File: src/design/radio_ctrl_pkg.sv
//////////////////////////////////////////////////
// shared definitions for the radio control core
// bus widths, slave decode map, misc register
// offsets, settings and readback numbering,
// wishbone and settings bus structs
//////////////////////////////////////////////////
package radio_ctrl_pkg;

   //////////////////////////////////////////////////
   // widths
   localparam int WB_AW     = 11;
   localparam int WB_DW     = 16;
   localparam int SET_AW    = 8;
   localparam int SET_DW    = 32;
   localparam int TIME_W    = 64;
   localparam int CGEN_ST_W = 3;   // status, lock detect, ref monitor

   typedef logic [WB_AW-1:0]  wb_addr_t;
   typedef logic [WB_DW-1:0]  wb_data_t;
   typedef logic [SET_AW-1:0] set_addr_t;
   typedef logic [SET_DW-1:0] set_data_t;
   typedef logic [TIME_W-1:0] vita_time_t;

   //////////////////////////////////////////////////
   // slave decode on the top address bits
   localparam int DECODE_W = 4;
   localparam logic [DECODE_W-1:0] SLAVE_MISC     = 4'h0;
   localparam logic [DECODE_W-1:0] SLAVE_RB       = 4'h7;
   localparam logic [DECODE_W-1:0] SLAVE_SET      = 4'h8;
   localparam logic [DECODE_W-1:0] SLAVE_SET_MASK = 4'he;   // settings window is 8 and 9

   typedef enum logic [1:0]
   {
      SEL_MISC,
      SEL_RB,
      SEL_SET,
      SEL_NONE
   } slave_sel_e;

   // misc slave byte offsets, low 7 address bits
   localparam logic [6:0] REG_LEDS      = 7'd0;
   localparam logic [6:0] REG_CGEN_CTRL = 7'd4;
   localparam logic [6:0] REG_CGEN_ST   = 7'd6;
   localparam logic [6:0] REG_TEST      = 7'd8;
   localparam logic [6:0] REG_COMPAT    = 7'd16;

   localparam wb_data_t COMPAT_NUM        = 16'd6;
   localparam logic [1:0] CGEN_CTRL_RESET = 2'b11;   // sync_b high, ref_sel high
   localparam wb_data_t MISC_DEFAULT_READ = 16'hbeef;

   // settings register numbers
   localparam set_addr_t SR_TIME64     = 8'd42;   // +0 time high, +1 time low
   localparam set_addr_t SR_REG_TEST32 = 8'd60;

   // readback word indices
   localparam logic [3:0] RB_TIME_HI = 4'd0;
   localparam logic [3:0] RB_TIME_LO = 4'd1;
   localparam logic [3:0] RB_PPS_HI  = 4'd2;
   localparam logic [3:0] RB_PPS_LO  = 4'd3;
   localparam logic [3:0] RB_TEST32  = 4'd4;

   //////////////////////////////////////////////////
   // bus structs
   typedef struct packed {
      logic     cyc;
      logic     stb;
      logic     we;
      wb_addr_t adr;
      logic [1:0] sel;
      wb_data_t dat;
   } wb_req_t;

   typedef struct packed {
      logic     ack;
      wb_data_t dat;
   } wb_rsp_t;

   typedef struct packed {
      logic      stb;
      set_addr_t addr;
      set_data_t data;
   } set_bus_t;

endpackage

File: src/design/misc_regs.sv
//////////////////////////////////////////////////
// misc control and status slave
// led bits, clock generator control and status,
// 16 bit scratch register, compat number
//////////////////////////////////////////////////
`timescale 1ns/1ps

module misc_regs
  (
   input  logic                                     wb_clk,
   input  logic                                     wb_rst,
   input  radio_ctrl_pkg::wb_req_t                  req_i,
   output radio_ctrl_pkg::wb_rsp_t                  rsp_o,
   input  logic [radio_ctrl_pkg::CGEN_ST_W-1:0]     cgen_st_i,
   output logic [1:0]                               leds_o,
   output logic                                     cgen_sync_b_o,
   output logic                                     cgen_ref_sel_o
  );

   radio_ctrl_pkg::wb_data_t reg_leds;
   radio_ctrl_pkg::wb_data_t reg_cgen_ctrl;
   radio_ctrl_pkg::wb_data_t reg_test;
   logic                     ack_q;
   logic                     wr_en;
   logic [6:0]               offs;

   assign offs  = req_i.adr[6:0];
   assign wr_en = req_i.cyc & req_i.stb & req_i.we & ~ack_q;

   //////////////////////////////////////////////////
   // write side
   always_ff @(posedge wb_clk)
   begin
      if (wb_rst)
      begin
         reg_leds      <= '0;
         reg_cgen_ctrl <= {14'd0, radio_ctrl_pkg::CGEN_CTRL_RESET};
         reg_test      <= '0;
      end
      else if (wr_en)
      begin
         case (offs)
            radio_ctrl_pkg::REG_LEDS:      reg_leds      <= req_i.dat;
            radio_ctrl_pkg::REG_CGEN_CTRL: reg_cgen_ctrl <= req_i.dat;
            radio_ctrl_pkg::REG_TEST:      reg_test      <= req_i.dat;
            default:                       ;   // status and compat are read only
         endcase
      end
   end

   always_ff @(posedge wb_clk)
   begin
      if (wb_rst)
         ack_q <= 1'b0;
      else
         ack_q <= req_i.cyc & req_i.stb & ~ack_q;   // one pulse per strobe
   end

   //////////////////////////////////////////////////
   // read side, address held by master through ack
   always_comb
   begin
      case (offs)
         radio_ctrl_pkg::REG_LEDS:      rsp_o.dat = reg_leds;
         radio_ctrl_pkg::REG_CGEN_CTRL: rsp_o.dat = reg_cgen_ctrl;
         radio_ctrl_pkg::REG_CGEN_ST:   rsp_o.dat = {13'd0, cgen_st_i};
         radio_ctrl_pkg::REG_TEST:      rsp_o.dat = reg_test;
         radio_ctrl_pkg::REG_COMPAT:    rsp_o.dat = radio_ctrl_pkg::COMPAT_NUM;
         default:                       rsp_o.dat = radio_ctrl_pkg::MISC_DEFAULT_READ;
      endcase
   end

   assign rsp_o.ack = ack_q;

   // pin outputs
   assign leds_o         = reg_leds[1:0];
   assign cgen_sync_b_o  = reg_cgen_ctrl[1];
   assign cgen_ref_sel_o = reg_cgen_ctrl[0];

   // read data comes straight from offs, so the request must sit still until ack
   a_req_held: assert property (@(posedge wb_clk) disable iff (wb_rst)
      (req_i.cyc && req_i.stb && !rsp_o.ack) |=>
         (req_i.stb && $stable(req_i.adr) && $stable(req_i.we)))
      else $error("misc request changed before ack");

endmodule

File: src/design/radio_ctrl_core.sv
//////////////////////////////////////////////////
// radio control core top level
// address decoder, misc regs, settings bridge,
// time keeper and readback mux
//////////////////////////////////////////////////
`timescale 1ns/1ps

module radio_ctrl_core
  (
   input  logic                                 wb_clk,
   input  logic                                 wb_rst,
   input  radio_ctrl_pkg::wb_req_t              wb_req_i,
   output radio_ctrl_pkg::wb_rsp_t              wb_rsp_o,
   input  logic [radio_ctrl_pkg::CGEN_ST_W-1:0] cgen_st_i,
   input  logic                                 pps_i,
   output logic [1:0]                           leds_o,
   output logic                                 cgen_sync_b_o,
   output logic                                 cgen_ref_sel_o
  );

   radio_ctrl_pkg::wb_req_t    misc_req, rb_req, set_req;
   radio_ctrl_pkg::wb_rsp_t    misc_rsp, rb_rsp, set_rsp;
   radio_ctrl_pkg::set_bus_t   set_bus;
   radio_ctrl_pkg::set_data_t  test32;
   radio_ctrl_pkg::vita_time_t vita_time, vita_time_pps;

   //////////////////////////////////////////////////
   // decode
   wb_addr_decode u_decode
     (.wb_clk(wb_clk), .wb_rst(wb_rst),
      .m_req_i(wb_req_i), .m_rsp_o(wb_rsp_o),
      .misc_req_o(misc_req), .rb_req_o(rb_req), .set_req_o(set_req),
      .misc_rsp_i(misc_rsp), .rb_rsp_i(rb_rsp), .set_rsp_i(set_rsp));

   // slave 0
   misc_regs u_misc
     (.wb_clk(wb_clk), .wb_rst(wb_rst),
      .req_i(misc_req), .rsp_o(misc_rsp),
      .cgen_st_i(cgen_st_i), .leds_o(leds_o),
      .cgen_sync_b_o(cgen_sync_b_o), .cgen_ref_sel_o(cgen_ref_sel_o));

   // slaves 8 and 9, settings bus master
   settings_bridge u_settings
     (.wb_clk(wb_clk), .wb_rst(wb_rst),
      .req_i(set_req), .rsp_o(set_rsp),
      .set_o(set_bus), .test32_o(test32));

   vita_timer u_timer
     (.wb_clk(wb_clk), .wb_rst(wb_rst),
      .set_i(set_bus), .pps_i(pps_i),
      .vita_time_o(vita_time), .vita_time_pps_o(vita_time_pps));

   // slave 7
   readback_mux u_readback
     (.wb_clk(wb_clk), .wb_rst(wb_rst),
      .req_i(rb_req), .rsp_o(rb_rsp),
      .vita_time_i(vita_time), .vita_time_pps_i(vita_time_pps),
      .test32_i(test32));

endmodule

File: src/design/readback_mux.sv
//////////////////////////////////////////////////
// 16 bit readback window onto 32 bit status words
// word picked by adr[5:2], half by adr[1]
//////////////////////////////////////////////////
`timescale 1ns/1ps

module readback_mux
  (
   input  logic                       wb_clk,
   input  logic                       wb_rst,
   input  radio_ctrl_pkg::wb_req_t    req_i,
   output radio_ctrl_pkg::wb_rsp_t    rsp_o,
   input  radio_ctrl_pkg::vita_time_t vita_time_i,
   input  radio_ctrl_pkg::vita_time_t vita_time_pps_i,
   input  radio_ctrl_pkg::set_data_t  test32_i
  );

   radio_ctrl_pkg::set_data_t words [16];
   radio_ctrl_pkg::set_data_t word_sel;
   radio_ctrl_pkg::wb_data_t  dat_q;
   logic                      ack_q;

   always_comb
   begin
      for (int i = 0; i < 16; i++)
         words[i] = '0;   // unused slots read zero
      words[radio_ctrl_pkg::RB_TIME_HI] = vita_time_i[63:32];
      words[radio_ctrl_pkg::RB_TIME_LO] = vita_time_i[31:0];
      words[radio_ctrl_pkg::RB_PPS_HI]  = vita_time_pps_i[63:32];
      words[radio_ctrl_pkg::RB_PPS_LO]  = vita_time_pps_i[31:0];
      words[radio_ctrl_pkg::RB_TEST32]  = test32_i;
   end

   assign word_sel = words[req_i.adr[5:2]];

   // sample in the strobe cycle, present with ack
   always_ff @(posedge wb_clk)
   begin
      if (req_i.cyc & req_i.stb)
         dat_q <= req_i.adr[1] ? word_sel[31:16] : word_sel[15:0];
   end

   always_ff @(posedge wb_clk)
   begin
      if (wb_rst)
         ack_q <= 1'b0;
      else
         ack_q <= req_i.cyc & req_i.stb & ~ack_q;
   end

   assign rsp_o.ack = ack_q;
   assign rsp_o.dat = dat_q;

   // the half sampled in the strobe cycle must still be the one asked for at ack
   a_req_held: assert property (@(posedge wb_clk) disable iff (wb_rst)
      (req_i.cyc && req_i.stb && !rsp_o.ack) |=> (req_i.stb && $stable(req_i.adr)))
      else $error("readback request changed before ack");

endmodule

File: src/design/settings_bridge.sv
//////////////////////////////////////////////////
// 16 bit wishbone to 32 bit settings bus bridge
// low half is held, high half write fires the
// settings strobe; also holds the 32 bit test reg
//////////////////////////////////////////////////
`timescale 1ns/1ps

module settings_bridge
  (
   input  logic                      wb_clk,
   input  logic                      wb_rst,
   input  radio_ctrl_pkg::wb_req_t   req_i,
   output radio_ctrl_pkg::wb_rsp_t   rsp_o,
   output radio_ctrl_pkg::set_bus_t  set_o,
   output radio_ctrl_pkg::set_data_t test32_o
  );

   logic                      ack_q;
   logic                      wr_go;
   radio_ctrl_pkg::wb_data_t  low_q;
   logic                      set_stb_q;
   radio_ctrl_pkg::set_addr_t set_addr_q;
   radio_ctrl_pkg::set_data_t set_data_q;
   radio_ctrl_pkg::set_data_t test32_q;

   assign wr_go = req_i.cyc & req_i.stb & req_i.we & ~ack_q;

   //////////////////////////////////////////////////
   // handshake and settings strobe
   always_ff @(posedge wb_clk)
   begin
      if (wb_rst)
      begin
         ack_q     <= 1'b0;
         set_stb_q <= 1'b0;
      end
      else
      begin
         ack_q     <= req_i.cyc & req_i.stb & ~ack_q;
         set_stb_q <= wr_go & req_i.adr[1];   // lines up with ack
      end
   end

   // little endian, low half first
   always_ff @(posedge wb_clk)
   begin
      if (wr_go & ~req_i.adr[1])
         low_q <= req_i.dat;
      if (wr_go & req_i.adr[1])
      begin
         set_addr_q <= req_i.adr[9:2];   // 32 bit word number
         set_data_q <= {req_i.dat, low_q};
      end
   end

   // test register keeps its value across wb_rst so the host
   // can tell a running image from a freshly loaded one
   always_ff @(posedge wb_clk)
   begin
      if (set_stb_q && (set_addr_q == radio_ctrl_pkg::SR_REG_TEST32))
         test32_q <= set_data_q;
   end

   assign set_o.stb  = set_stb_q;
   assign set_o.addr = set_addr_q;
   assign set_o.data = set_data_q;
   assign test32_o   = test32_q;

   assign rsp_o.ack = ack_q;
   assign rsp_o.dat = '0;   // write only window

   // low half has no reset, a high half write must follow a low half write
   a_set_data_known: assert property (@(posedge wb_clk) disable iff (wb_rst)
      set_o.stb |-> !$isunknown({set_o.addr, set_o.data}))
      else $error("settings strobe with unknown address or data");

endmodule

File: src/design/vita_timer.sv
//////////////////////////////////////////////////
// 64 bit time keeper
// free running tick counter, load via settings
// bus, pps synchronizer and time latch on pps edge
//////////////////////////////////////////////////
`timescale 1ns/1ps

module vita_timer
  (
   input  logic                       wb_clk,
   input  logic                       wb_rst,
   input  radio_ctrl_pkg::set_bus_t   set_i,
   input  logic                       pps_i,
   output radio_ctrl_pkg::vita_time_t vita_time_o,
   output radio_ctrl_pkg::vita_time_t vita_time_pps_o
  );

   radio_ctrl_pkg::set_data_t time_hi_q;   // pending high word
   logic                      load_hi;
   logic                      load_lo;
   logic                      pps_meta;
   logic                      pps_sync;
   logic                      pps_dly;
   logic                      pps_rise;

   assign load_hi = set_i.stb & (set_i.addr == radio_ctrl_pkg::SR_TIME64);
   assign load_lo = set_i.stb & (set_i.addr == radio_ctrl_pkg::SR_TIME64 + 8'd1);

   always_ff @(posedge wb_clk)
   begin
      if (load_hi)
         time_hi_q <= set_i.data;
   end

   //////////////////////////////////////////////////
   // tick counter, low word write commits the load
   always_ff @(posedge wb_clk)
   begin
      if (wb_rst)
         vita_time_o <= '0;
      else if (load_lo)
         vita_time_o <= {time_hi_q, set_i.data};
      else
         vita_time_o <= vita_time_o + 64'd1;
   end

   // pps is asynchronous to wb_clk
   always_ff @(posedge wb_clk)
   begin
      if (wb_rst)
      begin
         pps_meta <= 1'b0;
         pps_sync <= 1'b0;
         pps_dly  <= 1'b0;
      end
      else
      begin
         pps_meta <= pps_i;
         pps_sync <= pps_meta;
         pps_dly  <= pps_sync;
      end
   end

   assign pps_rise = pps_sync & ~pps_dly;

   always_ff @(posedge wb_clk)
   begin
      if (wb_rst)
         vita_time_pps_o <= '0;
      else if (pps_rise)
         vita_time_pps_o <= vita_time_o;   // snapshot on the edge
   end

endmodule

File: src/design/wb_addr_decode.sv
//////////////////////////////////////////////////
// wishbone address decoder, single master
// routes strobes to misc, readback and settings
// slaves, muxes their responses back, and acks
// unmapped accesses with zero data
//////////////////////////////////////////////////
`timescale 1ns/1ps

module wb_addr_decode
  (
   input  logic                    wb_clk,
   input  logic                    wb_rst,
   input  radio_ctrl_pkg::wb_req_t m_req_i,
   output radio_ctrl_pkg::wb_rsp_t m_rsp_o,
   output radio_ctrl_pkg::wb_req_t misc_req_o,
   output radio_ctrl_pkg::wb_req_t rb_req_o,
   output radio_ctrl_pkg::wb_req_t set_req_o,
   input  radio_ctrl_pkg::wb_rsp_t misc_rsp_i,
   input  radio_ctrl_pkg::wb_rsp_t rb_rsp_i,
   input  radio_ctrl_pkg::wb_rsp_t set_rsp_i
  );

   logic [radio_ctrl_pkg::DECODE_W-1:0] dec;
   radio_ctrl_pkg::slave_sel_e          sel;
   logic                                none_ack;

   assign dec = m_req_i.adr[radio_ctrl_pkg::WB_AW-1 -: radio_ctrl_pkg::DECODE_W];

   always_comb
   begin
      if (dec == radio_ctrl_pkg::SLAVE_MISC)
         sel = radio_ctrl_pkg::SEL_MISC;
      else if (dec == radio_ctrl_pkg::SLAVE_RB)
         sel = radio_ctrl_pkg::SEL_RB;
      else if ((dec & radio_ctrl_pkg::SLAVE_SET_MASK) == radio_ctrl_pkg::SLAVE_SET)
         sel = radio_ctrl_pkg::SEL_SET;
      else
         sel = radio_ctrl_pkg::SEL_NONE;
   end

   // every slave sees the request, only the chosen one sees stb
   always_comb
   begin
      misc_req_o     = m_req_i;
      rb_req_o       = m_req_i;
      set_req_o      = m_req_i;
      misc_req_o.stb = m_req_i.stb & (sel == radio_ctrl_pkg::SEL_MISC);
      rb_req_o.stb   = m_req_i.stb & (sel == radio_ctrl_pkg::SEL_RB);
      set_req_o.stb  = m_req_i.stb & (sel == radio_ctrl_pkg::SEL_SET);
   end

   // nobody home, answer anyway so the master never hangs
   always_ff @(posedge wb_clk)
   begin
      if (wb_rst)
         none_ack <= 1'b0;
      else
         none_ack <= m_req_i.cyc & m_req_i.stb & (sel == radio_ctrl_pkg::SEL_NONE) & ~none_ack;
   end

   always_comb
   begin
      case (sel)
         radio_ctrl_pkg::SEL_MISC: m_rsp_o = misc_rsp_i;
         radio_ctrl_pkg::SEL_RB:   m_rsp_o = rb_rsp_i;
         radio_ctrl_pkg::SEL_SET:  m_rsp_o = set_rsp_i;
         default:
         begin
            m_rsp_o.ack = none_ack;
            m_rsp_o.dat = '0;
         end
      endcase
   end

   a_one_ack: assert property (@(posedge wb_clk) disable iff (wb_rst)
      $onehot0({misc_rsp_i.ack, rb_rsp_i.ack, set_rsp_i.ack, none_ack}))
      else $error("more than one slave acked at once");

endmodule

File: config.mk
export PLATFORM = sky130hd
export DESIGN_NAME = radio_ctrl_core
export DESIGN_NICKNAME = d
export VERILOG_FILES = /design/src/design/radio_ctrl_pkg.sv /design/src/design/misc_regs.sv /design/src/design/radio_ctrl_core.sv /design/src/design/readback_mux.sv /design/src/design/settings_bridge.sv /design/src/design/vita_timer.sv /design/src/design/wb_addr_decode.sv
export SDC_FILE = /design/constraint.sdc
export NUM_CORES = 1
export LEC_CHECK = 0
export ABC_AREA = 1
export BUFFER_PORTS_ARGS = -buffer_cell sky130_fd_sc_hd__buf_4
export CORE_ASPECT_RATIO = 1.5
export CORE_MARGIN = 4
export CORE_UTILIZATION = 55
export CTS_CLUSTER_DIAMETER = 200
export CTS_CLUSTER_SIZE = 28
export DETAILED_ROUTE_END_ITERATION = 8
export PLACE_DENSITY = 0.72
export SETUP_SLACK_MARGIN = 0.2
export SYNTH_ARGS = -nofsm -noshare
export SYNTH_HDL_FRONTEND = slang
export SYNTH_SLANG_ARGS = --single-unit
File: constraint.sdc
create_clock -name wb_clk -period 13.2 [get_ports wb_clk]
set_input_delay 1.32 -clock wb_clk [delete_from_list [all_inputs] [get_ports wb_clk]]
set_output_delay 1.32 -clock wb_clk [all_outputs]
set_load 0.02 [all_outputs]
==> results of run 1 <==
worst paths after layout:
kind,startpoint,end,slack (ps),depth (start not counted)
min,u_settings.low_q[6]$_DFFE_PP_,u_settings.set_data_q[6]$_DFFE_PP_,400,0
min reg2reg,u_settings.low_q[6]$_DFFE_PP_,u_settings.set_data_q[6]$_DFFE_PP_,400,0
max,wb_req_i[20],wb_rsp_o[0],6630,10
max reg2reg,u_settings.set_addr_q[3]$_DFFE_PP_,u_timer.vita_time_o[16]$_SDFF_PP0_,10460,7
power by group:
group | internal, mW | switching (mW)
registers | 1.04 | 0.00635
clock network | 0.220 | 0.314
logic | 0.0309 | 0.0683
sequential cells by signal, indices dropped and copies added, names as in the netlist, 8 cells and up:
register                 flops
u_timer.vita_time_o         64
u_timer.vita_time_pps_o     64
u_settings.set_data_q       32
u_settings.test32_o         32
u_timer.time_hi_q           32
u_misc.reg_cgen_ctrl        16
u_misc.reg_leds             16
u_misc.reg_test             16
u_readback.dat_q            16
u_settings.low_q            16
u_settings.set_addr_q        8
routing by layer:
metal | track usage, % | share of wire (%) | vias to the layer above
met5 | 0 | 0 | -
met4 | 13.34 | 5.3 | 0
met3 | 2.348 | 5.3 | 121
met2 | 48.28 | 49 | 454
met1 | 36.09 | 40 | 5873
li1 | - | - | 6180
area by class of cell:
class	instances	area share, %
flip-flops and latches	320	49.11
multi-input cells	1334	38.37
inverters	170	4.082
repair buffers	65	3.085
well taps	337	2.666
clock buffers	24	2.587
clock inverters	1	0.1028
metrics by stage:
step	util (%)	hold WS (ps)
floorplan	-	388.3
global placement	57.91	400.7
detailed placement	57.91	404.5
CTS	59.51	403.5
global route	59.51	406.9
finish	59.51	395.7
critical path: stages:
cell and delay, ps:
buf_4 260, inv_2 650, nand2_2 770, nor2_4 850
nand3_1 280, nand4_1 610, nand3_1 160, nand2_1 90
nand2_1 50, buf_4 160
cells by family (layout without fill, tap and decap cells):
family                   Yosys count  in the layout  share of synthesized area, %
AO/OA/AOI/OAI                    303            303                         11.14
XOR/XNOR                          28             28                         1.650
adder cells (fa/ha/maj)            1              1                       0.08415
buffers and inverters            256            260                         7.196
flip-flops                       320            320                         52.25
AND/OR/NAND/NOR                 1002           1002                         27.67
layout by cell type, fill, tap and decap left out, types with 11 or more instances in the layout:
cell type,count
o21ai_1,11
buf_4,65
nand3_1,93
dfxtp_1,184
inv_1,157
edfxtp_1,136
o221ai_1,32
nand2_1,459
o21ai_0,180
clkbuf_16,15
nand4_1,15
nor2_1,386
a21oi_1,74
xor2_1,23
==> summary.txt, run 1 <==
Critical path
  – Setup crit end kind: primary output
  – Worst path required time: 11880 ps
  – Max Fanout on Critical Path: 35
  – WS Path Type: in -> out
  – WP data arrival: around 5300 ps
  – Critical Path Start Type: input pin

Placement
  – DP Cell Count: roughly 2200
  – I/O Buffers: 56
  – Hpwl dp: between 30000 and 40000 um
  – Place WS: 6706 ps
  – RePlAce Congestion: about 1.0
  – DP Area: 0.01539 sq mm

Route
  – Via count: 12628
  – Routed WL: 42740 um
  – ANT nets after route: 0
  – DRC: 0
  – WL/cell: 18.99 um
  – Vias per inst: ~5.6
  – Detailed Routing Iterations Pass 1: 5
  – Initial DRC count: between 1000 and 1500

Finish
  – Layout area overhead: 6.397%
  – Fin cells: 2251
  – Layout cell share with drive strength beyond 1: 6.792%
  – Multi-input gate area: 0.006068 sq mm
  – Ant. Diodes: 0
  – Post-layout nets: 1945
  – Final Cell Area: 0.01582 sq mm
  – Register area: 0.007767 sq mm
  – Filler cells: 2439

Clock tree
  – H-Tree Depth: 1
  – Max Buffers Root-to-Sink: 3
  – Clock Latency Late Sink: 520 ps
  – Root Buffer: clkbuf_16
  – Post-CTS Setup Inserts: 0
  – Clock transition at path regs: 110 ps
  – Post-CTS resize count: 0
  – Clock sinks: 320
  – CTS Buf Count: 15
  – CTS tree: built
  – Hold_buf cts: 0

Yosys
  – Yosys top cell by area: edfxtp_1
  – Sequential area share after synthesis: 52.25%
  – Post-Syn Instances: ~1900
  – Synth top area share: 27.47%
  – Count leader, synth: nand2_1
  – Synthesis-stage register bit count: 320
  – Ranking of synthesized cells by area: edfxtp_1, dfxtp_1, nand2_1, nor2_1, o21ai_0
  – Syn avg cell area: approximately 8 sq um
  – Synth Flop Type: dfxtp_1
  – Netlist cell types: 38
  – Mapped cell area: roughly 0.015 sq mm
  – Async SR Flop Fraction: 0%
  – Top cells by count, synth: nand2_1, nor2_1, dfxtp_1
  – Post-synth EDFFs: 136
  – Synth warnings: 0
  – Syn nets: between 1500 and 2000

Pwr
  – Leak: 6.273 nW
  – Tot Pwr: about 1.7 mW
  – Power per Cell Area: 106.1 mW/mm^2
  – Maximum VDD drop: 123.4 uV

STA
  – Tmin final: 6572 ps
  – Max Freq: roughly 0.15 GHz
  – Worst-margin pin slew: 1210 ps
  – Max-slew headroom: 19.24%
  – Final hold violations: 0
  – Setup violators final: 0
  – TNS Setup: 0 ps
  – Max-slew violation count: 0
  – Unrepaired setup endpoints after global routing: false
  – Worst Skew: 37.75 ps
  – Final setup margin: approximately 6600 ps
  – Period utilization: between 40% and 50%

Floorplanning
  – Io pins: 59
  – Die height: 209.4 um
  – Starting Density: roughly 56%
  – Num rows: 73
  – Die X: approximately 140 um
  – Core area: roughly 0.027 sq mm
  – Die area: 0.02978 sq mm

Global routing
  – Initial antenna violation count: 0
  – Total gr overflow: 0
  – First-pass GRT wire length: 65920 um
  – GRT Total Usage: 28.26%
  – Largest net degree at the start of global routing: 107
  – Vias in the first global route: between 10000 and 15000

Outcome
  – Status: completed

Min path
  – Hold Path Class: reg -> reg

Flow run
  – Max Cap Viol: 0
Note: power is estimated with default switching activity, not from simulation.
==> run 2, diff against run 1 <==
Settings changed: PLACE_DENSITY 0.72 to 0.75.
Clock period 13.2 ns to 5.7 ns, I/O delays scaled along.
==> run 2 against run 1 <==
Clock-buffer cell count fell by 1. Worst hold slack lost 160 ps. Sequential power grew 130%. Design area up 0.12%. Non-clock buffer count is 3 higher. Clock skew about the same. Cell count hardly changed. Register-to-register slack got worse by 7500 ps. Via count grew 1.1%. Flip-flop and latch count is the same. Highest routed layer unchanged.
==> summary.txt, run 2 (synthesis results as in run 1) <==
Outcome
  – Status: completed

Finish
  – Most frequent cells in the layout: nand2_1, nor2_1, dfxtp_1
  – Layout area overhead: 6.523%
  – Layout cell share with drive strength beyond 1: under 10%
  – Post-layout nets: 1948
  – Biggest regs: u_timer.vita_time_o x64, u_timer.vita_time_pps_o x64
  – Most common cell after layout, fill and taps aside: nand2_1
  – Ant. Diodes: 0

Global routing
  – Vias in the first global route: 12074
  – Largest net degree at the start of global routing: between 80 and 90
  – GRT Total Usage: approximately 28%
  – First-pass GRT wire length: 65870 um
  – Total gr overflow: 0
  – Initial antenna violation count: 0

STA
  – Worst-margin pin slew: roughly 1200 ps
  – Unrepaired setup endpoints after global routing: false
  – Max-slew violation count: 0
  – Setup violators final: 0
  – Period utilization: 66.26%
  – Tmin final: 3777 ps
  – Final hold violations: 0
  – Max-slew headroom: 21.35%
  – Worst Skew: approximately 38 ps
  – TNS Setup: 0 ps
  – Max Freq: 0.2648 GHz
  – WHS: around 240 ps

Critical path
  – Max Fanout on Critical Path: 26
  – WS Path Type: in -> out
  – Critical Path Start Type: input pin
  – Worst path required time: 5130 ps
  – Setup crit end kind: primary output
  – WP data arrival: 3210 ps

Clock tree
  – Hold_buf cts: 0
  – Post-CTS Setup Inserts: 0
  – Max Buffers Root-to-Sink: 3
  – Clock sinks: 320
  – Post-CTS resize count: 0
  – H-Tree Depth: 1
  – Clock transition at path regs: 100 ps
  – CTS Buf Count: 15
  – Clock Latency Late Sink: 520 ps
  – CTS tree: built
  – Root Buffer: clkbuf_16

Pwr
  – Maximum VDD drop: 271.0 uV
  – Leak: 6.286 nW
  – Power per Cell Area: about 240 mW/mm^2

Min path
  – Hold Path Class: in -> reg

Placement
  – RePlAce Congestion: 0.9832
  – I/O Buffers: 56
  – Hpwl dp: 30930 um

Floorplanning
  – Starting Density: between 50% and 60%
  – Io pins: 59
  – Die X: 142.2 um
  – Core area: 0.02658 sq mm
  – Die height: about 210 um
  – Die area: 0.02978 sq mm
  – Num rows: 73

Flow run
  – Max Cap Viol: 0

Route
  – Via count: 12763
  – WL/cell: 18.81 um
  – ANT nets after route: 0
  – Vias per inst: between 5 and 6
  – Initial DRC count: 1142
  – Routed WL: between 40000 and 50000 um
  – Detailed Routing Iterations Pass 1: 5
  – DRC: 0
run 2: cell types whose count changed in the layout (fill, tap and decap cells not counted):
cell      previous run  this run
buf_4               65        68
clkbuf_1             9         8
run 2: report_power, final:
group          internal (mW)  switching (mW)  total (mW)  leakage [nW]
clock network          0.508           0.723        1.23         0.202
registers               2.40          0.0150        2.42          2.72
logic                 0.0723           0.159       0.231          3.37
run 2: path summary, 6_finish.rpt:
check / start / endpoint / slack [ps] / depth (start not counted)
max: wb_req_i[21] / wb_rsp_o[1] / 1920 / 10
min reg2reg: u_settings.low_q[11]$_DFFE_PP_ / u_settings.set_data_q[11]$_DFFE_PP_ / 400 / 0
min: wb_req_i[24] / u_settings.set_addr_q[4]$_DFFE_PP_ / 240 / 1
max reg2reg: u_settings.set_addr_q[7]$_DFFE_PP_ / u_timer.vita_time_o[25]$_SDFF_PP0_ / 2960 / 6
run 2: critical path, stage by stage:
cell and delay [ps]:
buf_4 350, inv_2 250, nand2_1 500, nor3_1 150
nand2_1 140, nand4_1 580, nand3b_1 320, nand2_1 70
nand2_1 110, buf_4 150
run 2: area by class of cell:
type	count	area, sq um
Fill cell	2396	10740
Sequential cell	320	7767
Multi-Input combinational cell	1334	6068
Inverter	170	645.6
Timing Repair Buffer	68	510.5
Tap cell	337	421.7
Clock buffer	23	405.4
Clock inverter	1	16.27
run 2: metrics by stage:
stage	total power, mW	instances	area, sq um	setup slack, ps	utilization, %
6_report	3.879	2253	15840	1923	59.58
5_1_grt	4.007	2253	15840	1806	59.58
4_1_cts	3.893	2253	15840	2049	59.58
3_5_place_dp	2.696	2229	15410	2052	57.99
3_3_place_gp	2.689	2229	15410	2096	57.99
2_1_floorplan	2.607	1910	14870	1364	-
run 2: layer usage:
layer,vias to the layer above,global-route usage (%),part of all wire [%]
met3,111,3.054,6.6
met1,5935,34.04,38
met4,0,13.61,5.1
li1,6181,-,-
met2,536,49.68,51
met5,-,0,0
